==> src/pkt_pkg.sv <==
`default_nettype none

package pkt_pkg;

    // payload and buffer sizing
    localparam int DATA_W     = 16;
    localparam int FIFO_DEPTH = 32;
    localparam int PTR_W      = $clog2(FIFO_DEPTH);   // 5 for 32 entries
    localparam int NUM_PORTS  = 2;                   // merge is written for two

    // occupancy count needs one extra bit to hold FIFO_DEPTH itself
    localparam int CNT_W = PTR_W + 1;
    localparam logic [CNT_W-1:0] DEPTH_CNT = CNT_W'(FIFO_DEPTH);

    // one stored FIFO word, framing flags kept beside the data
    typedef struct packed {
        logic              sop;
        logic              eop;
        logic              vld;
        logic [DATA_W-1:0] data;
    } entry_t;

endpackage

`default_nettype wire
==> src/pkt_stream_if.sv <==
`timescale 1ns/1ns
`default_nettype none

// head word of one packet FIFO and its pop strobe
interface pkt_stream_if;

    logic                        ready;  // FIFO holds at least one word
    logic                        sop;
    logic                        eop;
    logic                        vld;
    logic [pkt_pkg::DATA_W-1:0]  data;
    logic                        next;   // one-cycle pop, only while ready

    // FIFO side
    modport source (
        output ready,
        output sop,
        output eop,
        output vld,
        output data,
        input  next
    );

    // merge side
    modport sink (
        input  ready,
        input  sop,
        input  eop,
        input  vld,
        input  data,
        output next
    );

endinterface

`default_nettype wire

==> src/pkt_merge_top.sv <==
`timescale 1ns/1ns
`default_nettype none

module pkt_merge_top (
    input  logic                       clk,
    input  logic                       rst,

    // port 0 source
    input  logic                       in_clk_0,
    input  logic                       wr_sop_0,
    input  logic                       wr_eop_0,
    input  logic                       wr_vld_0,
    input  logic [pkt_pkg::DATA_W-1:0] wr_data_0,
    output logic                       overflow_0,

    // port 1 source
    input  logic                       in_clk_1,
    input  logic                       wr_sop_1,
    input  logic                       wr_eop_1,
    input  logic                       wr_vld_1,
    input  logic [pkt_pkg::DATA_W-1:0] wr_data_1,
    output logic                       overflow_1,

    // merged stream
    input  logic                       out_ready,
    output logic                       out_sop,
    output logic                       out_eop,
    output logic                       out_vld,
    output logic [pkt_pkg::DATA_W-1:0] out_data,
    output logic                       out_port
);

    pkt_stream_if s0 ();    // FIFO 0 head
    pkt_stream_if s1 ();    // FIFO 1 head

    pkt_fifo u_fifo0 (
        .clk      (clk),
        .rst      (rst),
        .in_clk   (in_clk_0),
        .wr_sop   (wr_sop_0),
        .wr_eop   (wr_eop_0),
        .wr_vld   (wr_vld_0),
        .wr_data  (wr_data_0),
        .overflow (overflow_0),
        .rd       (s0.source)
    );

    pkt_fifo u_fifo1 (
        .clk      (clk),
        .rst      (rst),
        .in_clk   (in_clk_1),
        .wr_sop   (wr_sop_1),
        .wr_eop   (wr_eop_1),
        .wr_vld   (wr_vld_1),
        .wr_data  (wr_data_1),
        .overflow (overflow_1),
        .rd       (s1.source)
    );

    pkt_merge u_merge (
        .clk       (clk),
        .rst       (rst),
        .in0       (s0.sink),
        .in1       (s1.sink),
        .out_ready (out_ready),
        .out_sop   (out_sop),
        .out_eop   (out_eop),
        .out_vld   (out_vld),
        .out_port  (out_port),
        .out_data  (out_data)
    );

endmodule

`default_nettype wire

==> src/pkt_merge.sv <==
`timescale 1ns/1ns
`default_nettype none

module pkt_merge (
    input  logic                       clk,
    input  logic                       rst,
    pkt_stream_if.sink                 in0,
    pkt_stream_if.sink                 in1,
    input  logic                       out_ready,
    output logic                       out_sop,
    output logic                       out_eop,
    output logic                       out_vld,
    output logic                       out_port,
    output logic [pkt_pkg::DATA_W-1:0] out_data
);

    pkt_pkg::entry_t head [pkt_pkg::NUM_PORTS];
    pkt_pkg::entry_t word;

    logic [pkt_pkg::NUM_PORTS-1:0] rdy;
    logic [pkt_pkg::NUM_PORTS-1:0] cand;   // ready with a packet start at the head
    logic [pkt_pkg::NUM_PORTS-1:0] pop;

    logic busy;      // packet open, locked on cur
    logic cur;
    logic last;      // port that sent the last word
    logic pick;
    logic sel;
    logic xfer;
    logic discard;
    logic dsel;

    assign head[0] = '{sop: in0.sop, eop: in0.eop, vld: in0.vld, data: in0.data};
    assign head[1] = '{sop: in1.sop, eop: in1.eop, vld: in1.vld, data: in1.data};

    assign rdy  = {in1.ready, in0.ready};
    assign cand = rdy & {head[1].sop & head[1].vld, head[0].sop & head[0].vld};

    // round robin between packet starts
    always_comb begin
        if (&cand) begin
            pick = ~last;          // both waiting, the other port's turn
        end else begin
            pick = cand[1];        // whichever one is there, else port 0
        end
    end

    assign sel  = busy ? cur : pick;
    assign word = head[sel];

    assign out_vld = busy ? rdy[cur] : |cand;
    assign xfer    = out_vld & out_ready;

    // headless word at an idle head, left over from a truncated packet
    assign discard = ~busy & ~|cand & |rdy;
    assign dsel    = ~rdy[0];      // port 0 first

    assign pop[0] = (xfer & ~sel) | (discard & ~dsel);
    assign pop[1] = (xfer & sel) | (discard & dsel);

    assign in0.next = pop[0];
    assign in1.next = pop[1];

    // output only shows a word while it is valid
    assign out_sop  = out_vld & word.sop;
    assign out_eop  = out_vld & word.eop;
    assign out_data = out_vld ? word.data : '0;
    assign out_port = sel;

    always_ff @(posedge clk) begin
        if (rst) begin
            busy <= 1'b0;
            cur  <= 1'b0;
            last <= 1'b1;          // so port 0 wins the first tie
        end else if (xfer) begin
            cur  <= sel;
            busy <= ~word.eop;     // lock until eop has gone out
            last <= sel;
        end
    end

    // valid output always comes from a FIFO that holds data
    a_vld_ready: assert property (
        @(posedge clk) disable iff (rst)
        out_vld |-> rdy[out_port]
    ) else $error("pkt_merge: out_vld without ready FIFO");

    // a packet stays on one port from sop to eop
    a_port_hold: assert property (
        @(posedge clk) disable iff (rst)
        (out_vld && out_ready && !out_eop) |=> $stable(out_port)
    ) else $error("pkt_merge: port changed inside a packet");

    // one pop per cycle at most
    a_one_next: assert property (
        @(posedge clk) disable iff (rst)
        !(in0.next && in1.next)
    ) else $error("pkt_merge: next on both ports");

endmodule

`default_nettype wire

==> src/pkt_fifo.sv <==
`timescale 1ns/1ns
`default_nettype none

module pkt_fifo (
    input  logic                       clk,
    input  logic                       rst,
    input  logic                       in_clk,
    input  logic                       wr_sop,
    input  logic                       wr_eop,
    input  logic                       wr_vld,
    input  logic [pkt_pkg::DATA_W-1:0] wr_data,
    output logic                       overflow,
    pkt_stream_if.source               rd
);

    pkt_pkg::entry_t mem [pkt_pkg::FIFO_DEPTH];
    pkt_pkg::entry_t head;

    logic [pkt_pkg::PTR_W-1:0] wptr;
    logic [pkt_pkg::PTR_W-1:0] rptr;
    logic [pkt_pkg::CNT_W-1:0] count;

    logic [3:0] in_sync;    // three sync stages plus one for the edge
    logic       sample;
    logic       in_pkt;
    logic       accept;
    logic       full;
    logic       push;
    logic       pop;

    // source strobe into clk
    always_ff @(posedge clk) begin
        in_sync <= {in_sync[2:0], in_clk};
    end

    assign sample = in_sync[2] & ~in_sync[3];   // rising edge of in_clk

    // framing filter
    // a word counts if it opens a packet or lands inside one
    assign accept = sample & wr_vld & (wr_sop | in_pkt);

    assign full = (count == pkt_pkg::DEPTH_CNT);
    assign push = accept & ~full;
    assign pop  = rd.next & rd.ready;

    always_ff @(posedge clk) begin
        if (rst) begin
            wptr     <= '0;
            rptr     <= '0;
            count    <= '0;
            in_pkt   <= 1'b0;
            overflow <= 1'b0;
        end else begin
            // framing follows the source even when the word is lost to full
            if (accept) begin
                in_pkt <= ~wr_eop;     // sop+eop in one word leaves us outside
            end

            if (push) begin
                wptr <= wptr + 1'b1;
            end
            if (pop) begin
                rptr <= rptr + 1'b1;
            end

            if (push && !pop) begin
                count <= count + 1'b1;
            end else if (pop && !push) begin
                count <= count - 1'b1;
            end

            if (accept && full) begin
                overflow <= 1'b1;      // sticky until rst
            end
        end
    end

    // storage, flags written as received so a packet start keeps its sop
    always_ff @(posedge clk) begin
        if (push) begin
            mem[wptr] <= '{sop: wr_sop, eop: wr_eop, vld: wr_vld, data: wr_data};
        end
    end

    assign head = mem[rptr];

    assign rd.ready = (count != '0);
    assign rd.sop   = head.sop;
    assign rd.eop   = head.eop;
    assign rd.vld   = head.vld;
    assign rd.data  = head.data;

    // merge must only pop a FIFO that holds data
    a_no_pop_empty: assert property (
        @(posedge clk) disable iff (rst)
        rd.next |-> (count != '0)
    ) else $error("pkt_fifo: pop while empty");

    // occupancy stays within the memory
    a_count_range: assert property (
        @(posedge clk) disable iff (rst)
        count <= pkt_pkg::DEPTH_CNT
    ) else $error("pkt_fifo: count above depth");

    // overflow only clears through rst
    a_overflow_sticky: assert property (
        @(posedge clk) disable iff (rst)
        overflow |=> overflow
    ) else $error("pkt_fifo: overflow fell without reset");

endmodule

`default_nettype wire

==> config.mk <==
export PLATFORM = sky130hd
export DESIGN_NAME = pkt_merge_top
export DESIGN_NICKNAME = d
export VERILOG_FILES = /design/src/pkt_pkg.sv /design/src/pkt_stream_if.sv /design/src/pkt_merge_top.sv /design/src/pkt_merge.sv /design/src/pkt_fifo.sv
export SDC_FILE = /design/constraint.sdc
export NUM_CORES = 1
export LEC_CHECK = 0
export ABC_AREA = 1
export BUFFER_PORTS_ARGS = -buffer_cell sky130_fd_sc_hd__buf_4
export CAP_MARGIN = 20
export CORE_MARGIN = 8
export CORE_UTILIZATION = 40
export DETAILED_ROUTE_END_ITERATION = 7
export HOLD_SLACK_MARGIN = 0.1
export MAX_ROUTING_LAYER = met4
export SYNTH_ARGS = -nofsm -noshare
export SYNTH_HDL_FRONTEND = slang
export SYNTH_SLANG_ARGS = --single-unit
==> constraint.sdc <==
create_clock -name clk -period 4.2 [get_ports clk]
set_input_delay 0.84 -clock clk [delete_from_list [all_inputs] [get_ports clk]]
set_output_delay 0.84 -clock clk [all_outputs]
set_load 0.05 [all_outputs]
==> results.toml <==
[sta]
fin_ws_ns = -0.05474
max_slew.worst_pin.slew_ns = 0.7734
setup_tns_ns = -0.3256
slew_violations = 0
period_share_pct = 101.3
fmax_ghz = 0.2350
finalSetupViolCount = 13
hold_violations = 0
min_period_ns = 4.255
slew_headroom_pct = 47.63
rsz0062_at_grt = "true"
skew_ns = 0.03110

[place]
postPlaceCellArea_sq_um = 53890
routabilityCongestion = 0.8309
io_buffer_count = 64
hpwl_um = 75540

[power_and_ir_drop]
ir_worst_vdd_uv = 776.6
seqPwrFrac_pct = 38.1
switchingPower_uw = 12730
leakage_uw = 0.02056
power_frac_clock_pct = 28.6
switching_share_pct = 34.31
internal-power_uw = 24360
cellPowerDensity_nw_per_um2 = 620.5
p_comb_share_pct = 33.3

[detailed_routing]
ant_nets = 0
drcViolationCount = 0
first_pass_iters = 5
routed_via_density = 5.632
routedWlPerCell_um = 24.17
detail_route.iter0.violations = 3209
vias = 33250
wl_um = 142700

[global_routing]
grt_pass1_vias = 31750
grt_max_degree = 94
grt_overflow = 0
grt_first_pass_wirelength_um = 207700
grt_usage_pct = 19.91
antenna_found_initial = 0

[setup_path]
r2r_slack_ns = 0.27
critPathSlowestCell = "a221oi_1"
setup.worst_path.start_class = "flop"
critPathMostFrequentCell = "buf_4"
cpPeakStageDelay_ns = 0.53
cp_max_fo = 26
path_cells = "buf_4 -> inv_6 -> buf_4 -> a21oi_1 -> a221oi_1 -> o21ai_1 -> a21o_1 -> a21oi_4 -> buf_6"
r2r_cells = 33
crit_arrival_ns = 3.41
cp.required_ns = 3.36
crit_type = "reg -> out"
crit_path_end_kind = "output port"
reg2reg_to = "u_fifo1.count[5]"

[worst_hold_path]
hp-start = "in_clk_0"
hold_end = "u_fifo0.in_sync[0]"
hp-class = "in -> reg"
holdPathStages = 1

[cells_and_area]
post-route-util_pct = 47.00
drive_gt1_share_pct = 15.25
final_common_cell = "edfxtp_1"
n_antenna_cell = 0
areaGrowthSynthToFinish_pct = 17.00
nets = 4207
design_area_sq_um = 59770
most-common-layout-cells = "1216 x edfxtp_1, 1057 x nand2_1, 566 x a21oi_1, 204 x buf_4, 172 x nand3_1"

[yosys]
synthFlopType = "edfxtp_1"
synth.largest_area_cell = "edfxtp_1"
synthCells = 3978
synth_fp_nets = 4043
ys_ff_latch = 1273
ys_seq_area_share_pct = 73.71
yosysUniqueCellTypes = 46
synth.top_cell.area_share_pct = 71.47
synth_warnings = 0
ys_top_cells_by_area = "edfxtp_1 71%, nand2_1 7.9%, a21oi_1 5.7%"
syn_area_sq_um = 51090
synth-edff-count = 1216
avgSynthCellArea_sq_um = 12.84
async_reset_ff_share_pct = 0

[floorplan]
dieArea_sq_um = 139400
io_pins = 65
initial_core_util_pct = 40.17
coreArea_sq_um = 127200
die_h_um = 373.4
row_count = 131
die_w_um = 373.4

[clock_tree]
hold_buffers = 0
clock_path_buffers = 3
cts.clk_slew.worst_paths_ns = 0.06
numCtsBuffers = 121
cts_sinks = 1273
clk_latency_ns = 0.75
cts_tree = "done"
clock-root-buffer = "clkbuf_16"
cts-htree-levels = 3

[status]
status = "finished, violations left"
violations = "negative setup slack"

[run]
cap_violations = 0
==> through the flow <==
| step | setup slack (ns) | hold WS [ns] | power [uW] | std cells |
|---|---|---|---|---|
| floorplan | 0.6630 | 0.3096 | 20810 | 3978 |
| CTS | -0.01191 | 0.1430 | 36310 | 5880 |
| detailed placement | 0.1013 | 0.3128 | 23920 | 5610 |
| finish | -0.05474 | 0.2012 | 37090 | 5904 |
| global route | -0.2063 | 0.1593 | 38590 | 5904 |
| global placement | 0.1478 | 0.3129 | 23840 | 5610 |
==> metal layers <==
metal,vias to the layer above,share of wire [%],GRT usage (%)
li1,15060,-,-
met1,16680,43,26.98
met2,1319,47,31.67
met3,197,7.1,2.855
met4,0,2.3,5.240
met5,-,0,-
==> registers in the layout, indices dropped and copies added (netlist names), named ones only <==
| register | flops |
|---|---|
| u_fifo0.mem | 608 |
| u_fifo1.mem | 608 |
| u_fifo0.count | 6 |
| u_fifo1.count | 6 |
| u_fifo0.rptr | 5 |
| u_fifo0.wptr | 5 |
| u_fifo1.rptr | 5 |
| u_fifo1.wptr | 5 |
| u_fifo0.in_sync | 4 |
| u_fifo1.in_sync | 4 |
| u_fifo0.in_pkt | 1 |
| u_fifo0.overflow | 1 |
| u_fifo1.in_pkt | 1 |
| u_fifo1.overflow | 1 |
| u_merge.busy | 1 |
| u_merge.cur | 1 |
| u_merge.last | 1 |
==> kinds of logic (layout without fill, tap and decap cells) <==
group	Yosys count	count (layout)	synth area share [%]
simple gates	1395	1396	10.90
flops	1273	1273	73.71
compound gates	951	951	11.44
buf+inv	324	587	3.164
fa+ha+maj	22	22	0.5682
xor+xnor	13	13	0.2229
==> worst max path at each step <==
stage,start,end
after floorplan,flop,u_fifo1.count[5]
after global placement,flop,out_data[13]
after detailed placement,flop,out_data[14]
after CTS,flop,out_data[2]
after global routing,flop,out_data[0]
final,flop,out_data[14]
==> synth_stat cells, types with 37 or more instances <==
library cell,instances
clkbuf_1,75
dfxtp_1,57
inv_1,53
a22oi_1,68
a221o_1,53
nand2_1,1070
buf_2,108
a21oi_1,585
nor2_1,101
o311ai_0,75
buf_4,38
nand3_1,181
o21ai_0,37
edfxtp_1,1216
==> critical path: cells and delay by family (launching register included) <==
kind | cells | cell delay [ns]
AO/OA/AOI/OAI | 5 | 1.35
buffers and inverters | 4 | 0.89
flip-flops | 1 | 0.40
==> power groups by stage <==
stage | clock network [uW] | logic [uW] | registers [uW]
2_1_floorplan | 0 | 6470 | 14300
3_3_place_gp | 0 | 9420 | 14400
3_5_place_dp | 0 | 9490 | 14400
4_1_cts | 10700 | 11400 | 14100
5_1_grt | 11200 | 13200 | 14200
6_report | 10600 | 12300 | 14100
==> layout make-up <==
| class | instances | area [sq um] |
|---|---|---|
| fill | 11130 | 67420 |
| sequential | 1273 | 37670 |
| multi-input combinational | 2382 | 12480 |
| timing repair buffer | 295 | 3308 |
| clock buffer | 150 | 3221 |
| tap | 1662 | 2079 |
| clock inverter | 73 | 579.3 |
| inverter | 61 | 315.3 |
| timing repair inverter | 8 | 118.9 |
==> timing repair <==
item	4_1_cts	5_1_grt
pin swaps	21	24
setup endpoints to repair	18	20
cloned	21	10
setup buffers	27	16
gates resized for setup	160	101
endpoints found under the hold margin	0	0
Power figures use the tool's default switching activity.
